### src/source/lockstep_pkg.sv
//////////////////////////////
// Offsets, bus constants and bus structs shared by the checker and its core
// Integrity uses an inverted 39/32 Hsiao code and check bit k uses mask k
//////////////////////////////
package lockstep_pkg;

  //////////////////////////////
  // Lockstep timing
  //////////////////////////////

  // Shadow core lag behind the main core
  localparam int LOCKSTEP_OFFSET = 2;
  // Main outputs wait one more cycle for the shadow output register
  localparam int OUTPUTS_OFFSET  = LOCKSTEP_OFFSET + 1;
  // Width of the shadow reset counter, never below one bit
  localparam int LOCKSTEP_CNT_W  = (LOCKSTEP_OFFSET > 1) ? $clog2(LOCKSTEP_OFFSET) : 1;

  //////////////////////////////
  // Bus and integrity
  //////////////////////////////

  localparam int DATA_W = 32;
  localparam int INTG_W = 7;

  // Last entry is the mask for check bit 0
  localparam logic [INTG_W-1:0][DATA_W-1:0] INTG_MASKS = {
    32'h9850_5586,
    32'h2DCC_624C,
    32'hC2C1_323B,
    32'h3123_4ED1,
    32'h413D_89AA,
    32'hDEBA_8050,
    32'h2606_BD25
  };

  // Keeps an all-zero word from carrying all-zero check bits
  localparam logic [INTG_W-1:0] INTG_INV = 7'h2A;

  //////////////////////////////
  // Core program
  //////////////////////////////

  localparam logic [DATA_W-1:0] START_ADDR  = 32'h0000_1000;
  localparam logic [DATA_W-1:0] RESULT_ADDR = 32'h0000_0F00;
  localparam int                GROUP_LEN   = 4;
  localparam int                GROUP_CNT_W = $clog2(GROUP_LEN);

  // Inputs of one core copy, 35 bits
  typedef struct packed {
    logic              data_gnt;
    logic              data_rvalid;
    logic [DATA_W-1:0] data_rdata;
    logic              fetch_enable;
  } core_in_t;

  // Outputs of one core copy, 70 bits
  typedef struct packed {
    logic              data_req;
    logic              data_we;
    logic [3:0]        data_be;
    logic [DATA_W-1:0] data_addr;
    logic [DATA_W-1:0] data_wdata;
  } core_out_t;

endpackage

### src/source/lockstep_rst_seq.sv
//////////////////////////////
// Shadow reset is released LOCKSTEP_OFFSET edges after rst_ni and
// comparison starts one edge later, both drop at once on rst_ni
//////////////////////////////
`timescale 1ns/10ps

module lockstep_rst_seq (
  input  logic clk_i,
  input  logic rst_ni,
  output logic shadow_rst_no,
  output logic cmp_en_o
);
  import lockstep_pkg::*;

  logic [LOCKSTEP_CNT_W-1:0] cnt_q;
  logic [LOCKSTEP_CNT_W-1:0] cnt_d;
  logic                      set_d;
  logic                      set_q;
  logic                      cmp_en_q;

  // Counter stops once the release point is reached
  assign set_d = (cnt_q == LOCKSTEP_CNT_W'(LOCKSTEP_OFFSET - 1));
  assign cnt_d = set_d ? cnt_q : cnt_q + LOCKSTEP_CNT_W'(1);

  always_ff @(posedge clk_i or negedge rst_ni) begin
    if (!rst_ni) begin
      cnt_q    <= '0;
      set_q    <= 1'b0;
      cmp_en_q <= 1'b0;
    end else begin
      cnt_q    <= cnt_d;
      set_q    <= set_d;
      cmp_en_q <= set_q;
    end
  end

  // Flop output acts directly as the shadow core's async reset
  assign shadow_rst_no = set_q;
  assign cmp_en_o      = cmp_en_q;

endmodule

### src/source/lockstep_delay.sv
//////////////////////////////
// Output repeats the input from exactly DEPTH cycles earlier
// payload_t must be a packed type and DEPTH at least 1
//////////////////////////////
`timescale 1ns/10ps

module lockstep_delay #(
  parameter type         payload_t = logic,
  parameter int unsigned DEPTH     = 1
) (
  input  logic     clk_i,
  input  logic     rst_ni,
  input  payload_t d_i,
  output payload_t q_o
);

  // Stage 0 takes the input, the last stage drives the output
  payload_t [DEPTH-1:0] stage_q;

  always_ff @(posedge clk_i or negedge rst_ni) begin
    if (!rst_ni) begin
      stage_q <= '0;
    end else begin
      stage_q[0] <= d_i;
      for (int unsigned i = 1; i < DEPTH; i++) begin
        stage_q[i] <= stage_q[i-1];
      end
    end
  end

  assign q_o = stage_q[DEPTH-1];

endmodule

### src/source/bus_intg_check.sv
//////////////////////////////
// Read side is checked one cycle after rvalid
// Write integrity is combinational from wdata_i
//////////////////////////////
`timescale 1ns/10ps

module bus_intg_check (
  input  logic                            clk_i,
  input  logic                            rst_ni,
  input  logic                            rvalid_i,
  input  logic [lockstep_pkg::DATA_W-1:0] rdata_i,
  input  logic [lockstep_pkg::INTG_W-1:0] rintg_i,
  input  logic [lockstep_pkg::DATA_W-1:0] wdata_i,
  output logic [lockstep_pkg::INTG_W-1:0] wintg_o,
  output logic                            intg_err_o
);
  import lockstep_pkg::*;

  // Check bits for one data word
  function automatic logic [INTG_W-1:0] intg_enc(logic [DATA_W-1:0] data);
    logic [INTG_W-1:0] chk;
    for (int k = 0; k < INTG_W; k++) begin
      chk[k] = ^(data & INTG_MASKS[k]);
    end
    return chk ^ INTG_INV;
  endfunction

  //////////////////////////////
  // Read data check
  //////////////////////////////

  logic              rvalid_q;
  logic [DATA_W-1:0] rdata_q;
  logic [INTG_W-1:0] rintg_q;
  logic [INTG_W-1:0] rintg_calc;

  always_ff @(posedge clk_i or negedge rst_ni) begin
    if (!rst_ni) begin
      rvalid_q <= 1'b0;
      rdata_q  <= '0;
      rintg_q  <= '0;
    end else begin
      rvalid_q <= rvalid_i;
      rdata_q  <= rdata_i;
      rintg_q  <= rintg_i;
    end
  end

  assign rintg_calc = intg_enc(rdata_q);

  // Check bits outside a valid beat carry no meaning
  assign intg_err_o = rvalid_q & (rintg_calc != rintg_q);

  //////////////////////////////
  // Write data encoding
  //////////////////////////////

  assign wintg_o = intg_enc(wdata_i);

endmodule

### src/source/acc_core.sv
//////////////////////////////
// Reads consecutive words from START_ADDR and writes each sum of
// GROUP_LEN words to RESULT_ADDR, outputs come from flops only
//////////////////////////////
`timescale 1ns/10ps

module acc_core (
  input  logic                    clk_i,
  input  logic                    rst_ni,
  input  lockstep_pkg::core_in_t  core_i,
  output lockstep_pkg::core_out_t core_o
);
  import lockstep_pkg::*;

  typedef enum logic [1:0] {
    ST_READ_REQ,
    ST_READ_WAIT,
    ST_WRITE_REQ
  } state_e;

  state_e                 state_q;
  state_e                 state_d;
  logic [DATA_W-1:0]      addr_q;
  logic [DATA_W-1:0]      addr_d;
  logic [DATA_W-1:0]      sum_q;
  logic [DATA_W-1:0]      sum_d;
  logic [GROUP_CNT_W-1:0] cnt_q;
  logic [GROUP_CNT_W-1:0] cnt_d;
  logic                   fetch_en_q;
  logic                   req_accepted;

  assign req_accepted = core_o.data_req & core_i.data_gnt;

  //////////////////////////////
  // Next state
  //////////////////////////////

  always_comb begin
    state_d = state_q;
    addr_d  = addr_q;
    sum_d   = sum_q;
    cnt_d   = cnt_q;

    case (state_q)
      ST_READ_REQ: begin
        if (req_accepted) begin
          state_d = ST_READ_WAIT;
        end
      end
      ST_READ_WAIT: begin
        if (core_i.data_rvalid) begin
          sum_d  = sum_q + core_i.data_rdata;
          addr_d = addr_q + DATA_W'(4);
          // Counter wraps to zero after the last read of a group
          cnt_d  = cnt_q + GROUP_CNT_W'(1);
          if (cnt_q == GROUP_CNT_W'(GROUP_LEN - 1)) begin
            state_d = ST_WRITE_REQ;
          end else begin
            state_d = ST_READ_REQ;
          end
        end
      end
      ST_WRITE_REQ: begin
        // Write completes on its grant, no rvalid follows
        if (req_accepted) begin
          sum_d   = '0;
          state_d = ST_READ_REQ;
        end
      end
      default: begin
        state_d = ST_READ_REQ;
      end
    endcase
  end

  always_ff @(posedge clk_i or negedge rst_ni) begin
    if (!rst_ni) begin
      state_q    <= ST_READ_REQ;
      addr_q     <= START_ADDR;
      sum_q      <= '0;
      cnt_q      <= '0;
      fetch_en_q <= 1'b0;
    end else begin
      state_q    <= state_d;
      addr_q     <= addr_d;
      sum_q      <= sum_d;
      cnt_q      <= cnt_d;
      fetch_en_q <= core_i.fetch_enable;
    end
  end

  //////////////////////////////
  // Bus outputs
  //////////////////////////////

  // Reads wait for the registered fetch enable, a pending write does not
  assign core_o.data_req   = (state_q == ST_WRITE_REQ) |
                             ((state_q == ST_READ_REQ) & fetch_en_q);
  assign core_o.data_we    = (state_q == ST_WRITE_REQ);
  assign core_o.data_be    = 4'hF;
  assign core_o.data_addr  = (state_q == ST_WRITE_REQ) ? RESULT_ADDR : addr_q;
  assign core_o.data_wdata = sum_q;

endmodule

### src/source/lockstep_top.sv
//////////////////////////////
// Shadow core sees main inputs LOCKSTEP_OFFSET cycles late and its
// registered outputs meet main outputs delayed by OUTPUTS_OFFSET
//////////////////////////////
`timescale 1ns/10ps

module lockstep_top (
  input  logic                            clk_i,
  input  logic                            rst_ni,
  input  lockstep_pkg::core_in_t          core_in_i,
  input  lockstep_pkg::core_out_t         core_out_i,
  input  logic [lockstep_pkg::INTG_W-1:0] data_rintg_i,
  output logic [lockstep_pkg::INTG_W-1:0] data_wintg_o,
  output logic                            alert_major_internal_o,
  output logic                            alert_major_bus_o
);
  import lockstep_pkg::*;

  logic      shadow_rst_n;
  logic      cmp_en;
  core_in_t  shadow_in;
  core_out_t main_out_dly;
  core_out_t shadow_out_d;
  core_out_t shadow_out_q;
  logic      bus_intg_err;

  //////////////////////////////
  // Shadow reset
  //////////////////////////////

  lockstep_rst_seq u_rst_seq (
    .clk_i         (clk_i),
    .rst_ni        (rst_ni),
    .shadow_rst_no (shadow_rst_n),
    .cmp_en_o      (cmp_en)
  );

  //////////////////////////////
  // Delay lines
  //////////////////////////////

  lockstep_delay #(
    .payload_t (core_in_t),
    .DEPTH     (LOCKSTEP_OFFSET)
  ) u_in_delay (
    .clk_i  (clk_i),
    .rst_ni (rst_ni),
    .d_i    (core_in_i),
    .q_o    (shadow_in)
  );

  lockstep_delay #(
    .payload_t (core_out_t),
    .DEPTH     (OUTPUTS_OFFSET)
  ) u_out_delay (
    .clk_i  (clk_i),
    .rst_ni (rst_ni),
    .d_i    (core_out_i),
    .q_o    (main_out_dly)
  );

  //////////////////////////////
  // Shadow core
  //////////////////////////////

  acc_core u_shadow_core (
    .clk_i  (clk_i),
    .rst_ni (shadow_rst_n),
    .core_i (shadow_in),
    .core_o (shadow_out_d)
  );

  // One register stage, matched by the extra cycle on the main side
  always_ff @(posedge clk_i or negedge rst_ni) begin
    if (!rst_ni) begin
      shadow_out_q <= '0;
    end else begin
      shadow_out_q <= shadow_out_d;
    end
  end

  //////////////////////////////
  // Bus integrity
  //////////////////////////////

  // Read side uses the undelayed main-core bus
  bus_intg_check u_intg (
    .clk_i      (clk_i),
    .rst_ni     (rst_ni),
    .rvalid_i   (core_in_i.data_rvalid),
    .rdata_i    (core_in_i.data_rdata),
    .rintg_i    (data_rintg_i),
    .wdata_i    (core_out_i.data_wdata),
    .wintg_o    (data_wintg_o),
    .intg_err_o (bus_intg_err)
  );

  //////////////////////////////
  // Output comparison
  //////////////////////////////

  assign alert_major_internal_o = cmp_en & (shadow_out_q != main_out_dly);
  assign alert_major_bus_o      = bus_intg_err;

endmodule

### config.mk
export PLATFORM = sky130hd
export DESIGN_NAME = lockstep_top
export DESIGN_NICKNAME = d
export VERILOG_FILES = /design/src/source/lockstep_pkg.sv /design/src/source/lockstep_rst_seq.sv /design/src/source/lockstep_delay.sv /design/src/source/bus_intg_check.sv /design/src/source/acc_core.sv /design/src/source/lockstep_top.sv
export SDC_FILE = /design/constraint.sdc
export NUM_CORES = 1
export LEC_CHECK = 0
export BUFFER_PORTS_ARGS = -buffer_cell sky130_fd_sc_hd__clkbuf_2
export CORE_UTILIZATION = 47
export DETAILED_ROUTE_END_ITERATION = 10
export SYNTH_ARGS = -nofsm -noshare
export SYNTH_HDL_FRONTEND = slang
export SYNTH_HIERARCHICAL = 1
export SYNTH_SLANG_ARGS = --single-unit
### constraint.sdc
create_clock -name clk_i -period 3 [get_ports clk_i]
set_input_delay 0.15 -clock clk_i [delete_from_list [all_inputs] [get_ports clk_i]]
set_output_delay 0.15 -clock clk_i [all_outputs]
set_load 0.01 [all_outputs]
* Yosys cells after proc, flatten, opt, wreduce, memory -nomap -nowiden *
Index checks and enable logic that the tools add are counted.

word-level totals
  register bits after elaboration = 426
  output and inout bits = 9

cells by class
  bitwise logic cells = 7
  mux-type cells = 10
  reduce and logical (&&, ||, !) cells = 19
  add/subtract/negate cells = 4
  eq/ne operators = 8

operators by type and width
  operator                 count
  $reduce_xor A32 Y1       14
  $mux W32                 3
  $ne A70 B70 Y1           1
  $pmux W32 S2             1
  $add A32 B3 Y32 const B  1
  $add A32 B32 Y32         1
  $mux W2                  4
  $ne A7 B7 Y1             1
  $not A3 Y3               2
  $pmux W2 S3              1
  $reduce_and A3 Y1        2
  $and A1 B1 Y1            4
  $eq A2 B2 Y1 const B     2
  $ne A2 B1 Y1 const B     2
  $add A2 B1 Y2 const B    1
  $eq A2 B1 Y1 const B     1
  $logic_not A2 Y1         1
  $ne A2 B2 Y1 const B     1
  $reduce_and A2 Y1        1
  $reduce_bool A2 Y1       1
  $add A1 B1 Y1 const B    1
  $mux W1                  1
  $or A1 B1 Y1             1

* Depth between registers and ports, before layout *
Gate-level depths: netlist of run 1.

  word-level depth = 6
  gate-level depth with buffers = 12
  depth with buffers taken out = 11

* Modules after synthesis *
The synthesis of run 1 kept the hierarchy.

modules (own cells, without submodules)
  module                         times used  cells an instance  sequential area each (µm²)  area an instance (µm²)
  lockstep_delay at u_out_delay  1           280                5255.0                      5780.5
  acc_core                       1           503                1677.9                      4529.3
  lockstep_top                   1           164                1751.7                      2514.9
  bus_intg_check                 1           181                1001.0                      2306.0
  lockstep_delay at u_in_delay   1           105                1751.7                      2014.4
  lockstep_rst_seq               1           4                  75.1                        78.8

* Worst setup path before layout of run 1 *
OpenSTA, ideal clock, no wires.

  kind = reg-to-reg
  start point = reg u_in_delay.stage_q, in the netlist u_in_delay/q_o[1]
  end point = reg u_shadow_core.sum_q[24]
  stages on the path, launching flop included = 13
  arrival = 2.388 ns
  path slack = 0.547 ns
  path through = dfrtp_1 > buf_4 > ha_1 > inv_1 > fa_1 > nand2b_1 > a21oi_2 > o21ai_2 > o31ai_4 > a31o_2 > a21oi_1 > mux2_1 > nand2_1

between the ends
  word-level cells in the longest chain between the ends = 3

ends and longest elaborated chain
  what                             RTL line              text
  start, declared                  lockstep_delay.sv:18  payload_t [DEPTH-1:0] stage_q;
  start signal, assigned by index  lockstep_delay.sv:26  stage_q[i] <= stage_q[i-1];
  $add A32 B32 Y32                 acc_core.sv:52        sum_d = sum_q + core_i.data_rdata;
  $mux W32                         acc_core.sv:51        if (core_i.data_rvalid) begin
  $pmux W32 S2                     acc_core.sv:44        case (state_q)
  end signal, assigned             acc_core.sv:86        sum_q <= sum_d;
  end, declared                    acc_core.sv:25        logic [DATA_W-1:0] sum_q;

Every way passes these cells. The select of a mux whose other input is x is not followed.
A chain may end at the register's enable or synchronous reset.

* Worst setup path after layout of run 1 *
  start point = reg u_intg.rdata_q[23]
  end point = out alert_major_bus_o

between the ends
  word-level cells in the longest chain between the ends = 4
  elaborated cells on any way between the ends = 6

ends and longest elaborated chain
  what                         RTL line              text
  start, declared              bus_intg_check.sv:33  logic [DATA_W-1:0] rdata_q;
  start signal, assigned       bus_intg_check.sv:44  rdata_q <= rdata_i;
  $reduce_xor A32 Y1           bus_intg_check.sv:23  chk[k] = ^(data & INTG_MASKS[k]);
  $not A3 Y3 (no source line)  n/a
  $ne A7 B7 Y1 (*)             bus_intg_check.sv:52  assign intg_err_o = rvalid_q & (rintg_calc != rintg_q);
  $and A1 B1 Y1 (*)            bus_intg_check.sv:52
  end, declared                lockstep_top.sv:15    output logic alert_major_bus_o

Mark *: on every way between the ends. The rest lies on a longest branch, timed or not.

==> metrics, run 1 <==
number of port buffers 122; routed wl met2 16,400 µm; CTS Buf Count 47; Antenna Cells 0; Top Metal Used met5; CP cell instances xnor2_1 > xnor2_2 > xnor3_2 > nor3_2 > nor2b_1 > o41a_1 > clkbuf_2; WL met1 14,500 µm; flops & latches, synth 460; CP bufs+invs 1; initial antenna violation count 1; status finished with violations; Worst Hold Class in -> async; CTS tree yes; die height 193 µm; failing checks design-rule violations; Post-synth top cells dfrtp_1, xnor2_1, buf_4; I/O Pins 123; final WL 32,900 µm; CP max stage delay 0.47 ns; layout cells sized above 1 16.7%; Final Hold Viols 0; Remaining DRCs 3; drt pass-1 iters 8; Place WS 0.230 ns; final net count 1,560; Slew HR 48.3%; FP Rows 69; Synth top area share 66.7%; final worst slack 0.177 ns; largest net degree at the start of global routing 81; gp weighted congestion 0.832; Top FF cell, synth dfrtp_1; CP arrival 2.67 ns; Area Overhead vs Synth 18.8%; H-tree levels 2; met3 wire len 1210 µm; worst skew pair latency 0.55 ns; clk buf depth 3; Setup-failing EPs final 0; max-slew violation count 0; CORE AREA 35,800 µm²; Syn. warnings 6; CP Capture Type primary output; skew final 0.0113 ns; CP Max Fanout 2; setup bufs post-CTS 0; VDD IR max 534 µV; Tot Pwr 16.8 mW; most frequent cell after synthesis dfrtp_1; number of global-route vias before repair 9,668; post-synth top area cell dfrtp_1; Worst Tran Pin Value 0.776 ns; First DRT Iteration DRCs 428; clock tree root buffer cell clkbuf_16; share of the clock period used by the worst path 94.1%; Setup TNS Final 0 ns; CTS sink count 460; syn avg cell area 13.9 µm²; RSZ-0062 raised after global routing false; Power Density 823 nW/µm²; Post-synth ARST share 100%; routed len/inst 17.3 µm; CTS clk-pin slew, worst paths 0.06 ns; first-pass GRT wire length 52,300 µm; synth top area cells dfrtp_1, xnor2_1, buf_4; register area share after synthesis 66.8%; WP data required 2.85 ns; post-synthesis cell count 1,237; Die Area 37,400 µm²; DR vias 9,098; Leak 9.25 nW; Post-synth EDFFs 0; Initial Utilization 48.1%; Die X 193 µm; Tmin final 2.82 ns; Netlist cell types 72; GRT Overall Usage 18.3%; HPWL after detailed placement 22,400 µm; Worst path slowest cell xnor3_2; Final Util 57.1%; Vias/cell 4.77; total gr overflow 0; Fmax achieved 354 MHz; max cap viols 0; Startpoint Class flop; CP top delay family XOR/XNOR gates; ANT nets after route 0; post-synthesis cell area 17,200 µm²; CP Class reg -> out
[repair_timing]
item	in CTS	in global routing
hold buffers	113	0
setup endpoints to repair	0	1
hold endpoints to repair	210	0
gates resized for setup	0	1
[report_power, final]
part           internal (mW)  switching [mW]
combinational           1.58            1.84
clock                   3.65            2.33
sequential              6.91           0.542
total                   12.1            4.71
[layer usage]
metal  vias up  track usage, %
li1       4305               -
met1      4547            23.9
met2       174            30.9
met3        70            3.35
met4         2            6.01
met5         -               0
[stage by stage]
stage	std cells	hold slack (ns)	cell area [µm²]
4_1_cts	1909	0.181	20400
3_5_place_dp	1711	0.167	17700
6_report	1909	0.170	20500
5_1_grt	1909	0.209	20500
2_1_floorplan	1241	-0.146	17200
3_3_place_gp	1711	0.172	17700
[flip-flops by register name, indices dropped and copies added, names as in the netlist]
name	count
u_out_delay/stage_q	140
shadow_out_q	70
u_out_delay/q_o	70
u_in_delay/q_o	35
u_in_delay/stage_q	35
u_intg/rdata_q	32
u_shadow_core/sum_q	32
u_shadow_core/addr_q	30
u_intg/rintg_q	7
u_shadow_core/cnt_q	2
u_shadow_core/state_q	2
u_intg/rvalid_q	1
u_rst_seq/cmp_en_o	1
u_rst_seq/cnt_q	1
u_rst_seq/shadow_rst_no	1
u_shadow_core/fetch_en_q	1
[worst paths after layout]
kind                                              start                        to  cells after the start  slack (ns)
worst max-delay path                 u_intg/rdata_q[23]         alert_major_bus_o                      7        0.18
max in group asynchronous       u_rst_seq/shadow_rst_no  u_shadow_core/addr_q[18]                      1        1.87
worst min register to register  u_out_delay/stage_q[87]       u_out_delay/q_o[17]                      0        0.34
worst max register to register   u_shadow_core/sum_q[0]   u_shadow_core/sum_q[24]                     11        0.19
worst min-delay path                             rst_ni   u_out_delay/stage_q[36]                      2        0.17
min in group clk_i                       core_out_i[33]   u_out_delay/stage_q[33]                      2        0.24
[placed cells by master, fill, tap and decap left out, types with 16 or more instances in the layout]
| cell type | count |
|---|---|
| and2_1 | 26 |
| clkbuf_2 | 121 |
| xnor2_1 | 195 |
| a21oi_1 | 32 |
| o21ai_0 | 22 |
| nand4_1 | 19 |
| dlygate4sd3_1 | 113 |
| dfrtp_1 | 458 |
| o21ai_1 | 16 |
| xor2_1 | 54 |
| nand3_1 | 16 |
| ha_1 | 33 |
| clkbuf_16 | 47 |
| nand2_1 | 74 |
| nor2_1 | 31 |
[logic make-up (layout without fill, tap and decap cells)]
group / after synthesis / in the layout / share of synthesized area [%]
multiplexers: 2 / 2 / 0.131
flip-flops: 460 / 460 / 66.8
other: 3 / 7 / 0.0654
XOR/XNOR: 257 / 257 / 13.6
AND/OR/NAND/NOR: 222 / 222 / 6.86
buffers and inverters: 138 / 345 / 5.47
AO/OA/AOI/OAI: 121 / 121 / 4.52
adder cells (fa/ha/maj): 34 / 34 / 2.51
[worst reg2reg max path, stage by stage, from the launching register on]
cell	delay, ns
dfrtp_1	0.37
ha_1	0.20
inv_1	0.07
fa_1	0.39
nand2b_1	0.21
a21oi_2	0.23
o21ai_2	0.15
o31ai_4	0.38
a31o_2	0.27
a21oi_1	0.09
mux2_1	0.33
nand2_1	0.06
[layout make-up]
type / instances / area, µm²
Timing Repair Buffer: 247 / 1890
Multi-Input combinational cell: 643 / 4800
Tap cell: 461 / 577
Clock inverter: 24 / 300
Fill cell: 2914 / 15400
Clock buffer: 61 / 1330
Inverter: 13 / 48.8
Sequential cell: 460 / 11500
Note: power is estimated with default switching activity, not from simulation.
==> run 2: changes to the inputs <==
--- a/config.mk
+++ b/config.mk
@@ -6,8 +6,9 @@
 export NUM_CORES = 1
 export LEC_CHECK = 0
 export BUFFER_PORTS_ARGS = -buffer_cell sky130_fd_sc_hd__clkbuf_2
-export CORE_UTILIZATION = 47
+export CORE_UTILIZATION = 55
 export DETAILED_ROUTE_END_ITERATION = 10
+export PLACE_DENSITY = 0.74
 export SYNTH_ARGS = -nofsm -noshare
 export SYNTH_HDL_FRONTEND = slang
 export SYNTH_HIERARCHICAL = 1
==> constraint.sdc (replaced) <==
create_clock -name clk_i -period 2.98 [get_ports clk_i]
set_input_delay 0.149 -clock clk_i [delete_from_list [all_inputs] [get_ports clk_i]]
set_output_delay 0.149 -clock clk_i [all_outputs]
set_load 0.01 [all_outputs]
==> metrics, run 2 (same netlist as run 1, synthesis figures left out) <==
Tmin final 2.82 ns; die height 179 µm (-7.5%); total gr overflow 0 (unchanged); status finished, final reports clean; number of global-route vias before repair 9,786 (+1.2%); routed len/inst 18.6 µm (+7.7%); CORE AREA 30,700 µm² (-14%); FF-to-FF path depth 11 (unchanged); Worst Hold Class in -> async; GRT Overall Usage 22.4% (+4.1 points); CP Max Fanout 1 (-1); commonest non-fill, non-tap cells in the layout dfrtp_1, xnor2_1, clkbuf_2, dlygate4sd3_1, nand2_1; CP top delay family simple AND/OR/NAND/NOR gates; final WL 34,200 µm (+3.9%); CTS Buf Count 45 (-4.3%); non-filler instance count after layout 1,843 (-3.5%); max-slew violation count 0 (unchanged); ANT nets after route 0 (unchanged); number of port buffers 122 (unchanged); Finished Cell Area 20,300 µm² (-0.70%); Leak 9.22 nW (-0.36%); stages on the worst setup path 6 (-1); RSZ-0062 raised after global routing false; clock tree root buffer cell clkbuf_16; CTS clk-pin slew, worst paths 0.06 ns (about the same); HPWL after detailed placement 22,000 µm (-1.8%); CP arrival 2.67 ns (about the same); Area after DPL 17,600 µm² (-0.33%); Fmax achieved 355 MHz; CP Capture Type primary output; First DRT Iteration DRCs 456 (+6.5%); largest net degree at the start of global routing 95 (+17%); commonest non-fill, non-tap cell in the layout dfrtp_1; Placed Instances 1,649 (-3.6%); Power Density 828 nW/µm² (+0.59%); Area Overhead vs Synth 17.9%; Slew HR 45.4% (-2.8 points); fillers 2,134 (-27%); max cap viols 0 (unchanged); Setup TNS Final 0 ns (unchanged); DR vias 9,244 (+1.6%); final net count 1,561 (+0.064%); CP Class reg -> out; Startpoint Class flop; Largest register FFs 140 (unchanged); Die Area 32,000 µm² (-14%); VDD IR max 581 µV (+8.9%); CP max stage delay 0.53 ns (+0.06 ns); Die X 179 µm (-7.5%); FP Rows 64 (-7.2%); WP data required 2.83 ns (-0.02 ns); Antenna Cells 0 (unchanged); clk buf depth 3 (unchanged); Final Hold Viols 0 (unchanged); CTS sink count 460 (unchanged); CTS tree yes; Initial Utilization 56.2% (+8.1 points); worst skew pair latency 0.56 ns (about the same); drt pass-1 iters 5 (-3); CP bufs+invs 1 (unchanged); I/O Pins 123 (unchanged); CP cell instances xnor2_1 > nand4_1 > nor4_1 > nand3_1 > o31a_1 > clkbuf_2; Worst Tran Pin Value 0.818 ns (+0.0427 ns); gp weighted congestion 0.833 (about the same); share of the clock period used by the worst path 94.5%; Vias/cell 5.02 (+5.2%); first-pass GRT wire length 52,900 µm (+1.1%); Remaining DRCs 0 (-3); initial antenna violation count 0 (-1); layout cells sized above 1 16.6% (-0.13 points); Worst path slowest cell nor4_1; skew final 0.0329 ns (+0.0217 ns); Setup-failing EPs final 0 (unchanged); H-tree levels 2 (unchanged); Biggest register u_out_delay/stage_q
run 2: final timing paths:
path                                          from                       to  slack (ns)
setup / recovery                  shadow_out_q[15]   alert_major_internal_o        0.16
hold / removal                              rst_ni      u_out_delay/q_o[44]        0.23
setup reg to reg            u_shadow_core/sum_q[0]  u_shadow_core/sum_q[24]        0.18
hold reg to reg            u_rst_seq/shadow_rst_no  u_shadow_core/addr_q[4]        0.31
max in group asynchronous                   rst_ni  u_out_delay/stage_q[84]        1.75
min in group clk_i                 data_rintg_i[4]        u_intg/rintg_q[4]        0.23
run 2: metal layers:
metal	track usage, %	routed length (µm)
met5	0	0
met4	9.99	1260
met3	3.88	1400
met2	37.9	17200
met1	28.3	14400
run 2: through the flow:
stage	power (mW)	hold WS (ns)	setup WS [ns]	utilization [%]
final	16.8	0.232	0.165	66.2
after CTS	16.9	0.212	0.133	66.2
after global routing	17.6	0.223	0.0114	66.2
after detailed placement	10.9	0.255	0.225	57.5
after floorplan	9.94	-0.147	0.527	-
after global placement	10.8	0.247	0.323	57.5
run 2: area by class of cell:
cell class	count	area, µm²	share of cell area [%]
clock buffer	63	1360	6.68
clock inverter	18	196	0.967
inverter	13	48.8	0.240
multi-input combinational	643	4790	23.6
sequential	460	11500	56.7
tap	396	495	2.44
timing repair buffer	250	1910	9.42
run 2: power by group:
part	total (mW)	switching (mW)	internal, mW	leakage, nW
clock network	5.82	2.36	3.45	0.760
logic	3.49	1.90	1.59	2.92
registers	7.52	0.562	6.96	5.53
total	16.8	4.82	12.0	9.22
run 2: what timing repair did:
action / CTS / global route
gates resized for setup: 0 / 0
endpoints found under the hold margin: 229 / 0
hold buffers: 113 / 0
endpoints found under the setup margin: 0 / 1
setup buffers: 0 / 0
==> run 3: changes to the inputs <==
--- a/config.mk
+++ b/config.mk
@@ -8,7 +8,7 @@
 export BUFFER_PORTS_ARGS = -buffer_cell sky130_fd_sc_hd__clkbuf_2
 export CORE_UTILIZATION = 55
 export DETAILED_ROUTE_END_ITERATION = 10
-export PLACE_DENSITY = 0.74
+export PLACE_DENSITY = 0.77
 export SYNTH_ARGS = -nofsm -noshare
 export SYNTH_HDL_FRONTEND = slang
 export SYNTH_HIERARCHICAL = 1
==> constraint.sdc (replaced) <==
create_clock -name clk_i -period 2.6 [get_ports clk_i]
set_input_delay 0.13 -clock clk_i [delete_from_list [all_inputs] [get_ports clk_i]]
set_output_delay 0.13 -clock clk_i [all_outputs]
set_load 0.01 [all_outputs]
==> metrics, run 3 (same netlist as run 1, synthesis figures left out) <==
status finished with violations; failing checks negative setup slack; Slew HR 47.2% (+1.7 points); routed len/inst 19.3 µm (+4.1%); FF-to-FF path depth 10 (-1); die height 179 µm (unchanged); ANT nets after route 0 (unchanged); HPWL after detailed placement 22,400 µm (+1.7%); Final Util 67.7% (+1.5 points); Initial Utilization 56.2% (unchanged); Final Hold Viols 0 (unchanged); commonest non-fill, non-tap cells in the layout dfrtp_1, xnor2_1, clkbuf_2, dlygate4sd3_1, nand2_1; Die Area 32,000 µm² (unchanged); hold path endpoint u_intg/rintg_q[4]; CTS tree yes; VDD IR max 797 µV (+37%); share of the clock period used by the worst path 106%; number of global-route vias before repair 10,300 (+5.7%); initial antenna violation count 0 (unchanged); Worst Tran Pin Value 0.792 ns (-0.0259 ns); Worst Hold Class in -> reg; reg2reg end u_shadow_core/sum_q[30]; Antenna Cells 0 (unchanged); largest net degree at the start of global routing 119 (+25%); Power Density 960 nW/µm² (+16%); Leak 9.45 nW (+2.6%); DR vias 9,483 (+2.6%); layout cells sized above 1 19.9% (+3.3 points); R2R setup slack 0.09 ns (-0.09 ns); Biggest register u_out_delay/stage_q; Tmin final 2.77 ns; Area Overhead vs Synth 20.5%; Startpoint Class flop; CP arrival 2.64 ns (-0.03 ns); clock tree root buffer cell clkbuf_16; final net count 1,578 (+1.1%); RSZ-0062 raised after global routing true; final worst slack -0.168 ns (-0.332 ns); max-slew violation count 0 (unchanged); Largest register FFs 140 (unchanged); clk buf depth 3 (unchanged); CP Capture Type primary output; Die X 179 µm (unchanged); R2R Path Start u_shadow_core/sum_q[13]; Setup-failing EPs final 1 (+1); critical hold path startpoint data_rintg_i[4]; GRT Overall Usage 23.5% (+1.1 points); CP cell instances buf_6 > xnor2_2 > xnor3_1 > xnor2_1 > nor2b_1 > a22oi_1 > o41a_1 > clkbuf_2; H-tree levels 2 (unchanged); CTS sink count 460 (unchanged); worst skew pair latency 0.57 ns (about the same); CP Class reg -> out; max cap viols 0 (unchanged); CP max stage delay 0.45 ns (-0.08 ns); commonest non-fill, non-tap cell in the layout dfrtp_1; Vias/cell 5.09 (+1.5%); CTS Buf Count 45 (unchanged); Remaining DRCs 0 (unchanged); FP Rows 64 (unchanged); Worst path slowest cell o41a_1; Place WS -0.0542 ns (-0.279 ns); first-pass GRT wire length 55,700 µm (+5.3%); Hold Crit Depth 2; number of port buffers 122 (unchanged); CP Max Fanout 2 (+1); Fmax achieved 361 MHz; CORE AREA 30,700 µm² (unchanged); drt pass-1 iters 5 (unchanged); CTS clk-pin slew, worst paths 0.06 ns (about the same); gp weighted congestion 0.869 (+4.4%); First DRT Iteration DRCs 615 (+35%); final WL 36,000 µm (+5.2%); skew final 0.0261 ns (-0.00684 ns); I/O Pins 123 (unchanged); total gr overflow 0 (unchanged); WP data required 2.47 ns (-0.36 ns)
[run 3: cell count changes in the layout (fill, tap and decap cells not counted), moves of 2 or more]
| cell | change |
|---|---|
| bufinv_16 | +3 |
| xnor2_2 | +19 |
| buf_6 | +2 |
| dlygate4sd3_1 | +2 |
| xnor2_1 | -19 |
| ha_1 | -4 |
| clkbuf_8 | -2 |
| buf_4 | +11 |
| clkbuf_16 | -2 |
| nor4_1 | -2 |
| buf_12 | +2 |
| ha_2 | +4 |
| clkbuf_1 | +2 |
[run 3: critical path: cells and delay by family, from the launching register on]
| kind | cells | cell delay, ns |
|---|---|---|
| buffers and inverters | 2 | 0.29 |
| flip-flops | 1 | 0.43 |
| AO/OA/AOI/OAI | 2 | 0.54 |
| XOR/XNOR | 3 | 0.70 |
| AND/OR/NAND/NOR | 1 | 0.12 |
[run 3: worst max path at each step]
| stage | depth (start not counted) | to | start |
|---|---|---|---|
| floorplan | 12 | u_shadow_core/sum_q[24] | u_in_delay/q_o[1] |
| global placement | 11 | u_shadow_core/sum_q[24] | u_shadow_core/sum_q[0] |
| detailed placement | 11 | u_shadow_core/sum_q[24] | u_shadow_core/sum_q[0] |
| CTS | 8 | alert_major_bus_o | u_intg/rdata_q[23] |
| global route | 8 | alert_major_bus_o | u_intg/rdata_q[23] |
| finish | 8 | alert_major_bus_o | u_intg/rdata_q[23] |
[run 3: through the flow]
step                      setup TNS [ns]  instance area [µm²]  power, mW  hold WS [ns]  std cells
final                             -0.168                20800       19.9         0.212       1862
after global routing              -0.311                20800       20.8         0.201       1862
after CTS                         -0.154                20600       19.7         0.187       1856
after detailed placement         -0.0882                17700       12.6       -0.0201       1651
after global placement                 0                17700       12.5       -0.0189       1651
after floorplan                        0                17200       11.4        -0.166       1241
[run 3: final cells by class]
cell class,count,area (µm²)
Inverter,13,48.8
Multi-Input combinational cell,643,5030
Clock buffer,61,1290
Clock inverter,22,304
Timing Repair Buffer,267,2080
Tap cell,396,495
Sequential cell,460,11500
Fill cell,2024,9910
[run 3: what timing repair did]
item                                    in CTS  in global routing
buffers inserted                             7                  6
hold endpoints to repair                   538                  0
endpoints found under the setup margin       5                 12
gates resized for setup                     22                 22
pin swaps                                   14                 15
hold buffers                               115                  0
[run 3: layer usage]
layer / share of wire, % / track usage (%) / wire length, µm / vias up
li1: - / - / - / 4346
met1: 40 / 29.0 / 14500 / 4796
met2: 52 / 40.3 / 18600 / 250
met3: 3.9 / 4.07 / 1420 / 91
met4: 4.2 / 10.6 / 1500 / 0
met5: 0 / 0 / 0 / -
[run 3: where the power goes]
part | switching, mW | leakage, nW | internal, mW
sequential | 0.706 | 5.53 | 7.97
combinational | 2.34 | 3.15 | 2.06
clock | 2.74 | 0.774 | 4.10
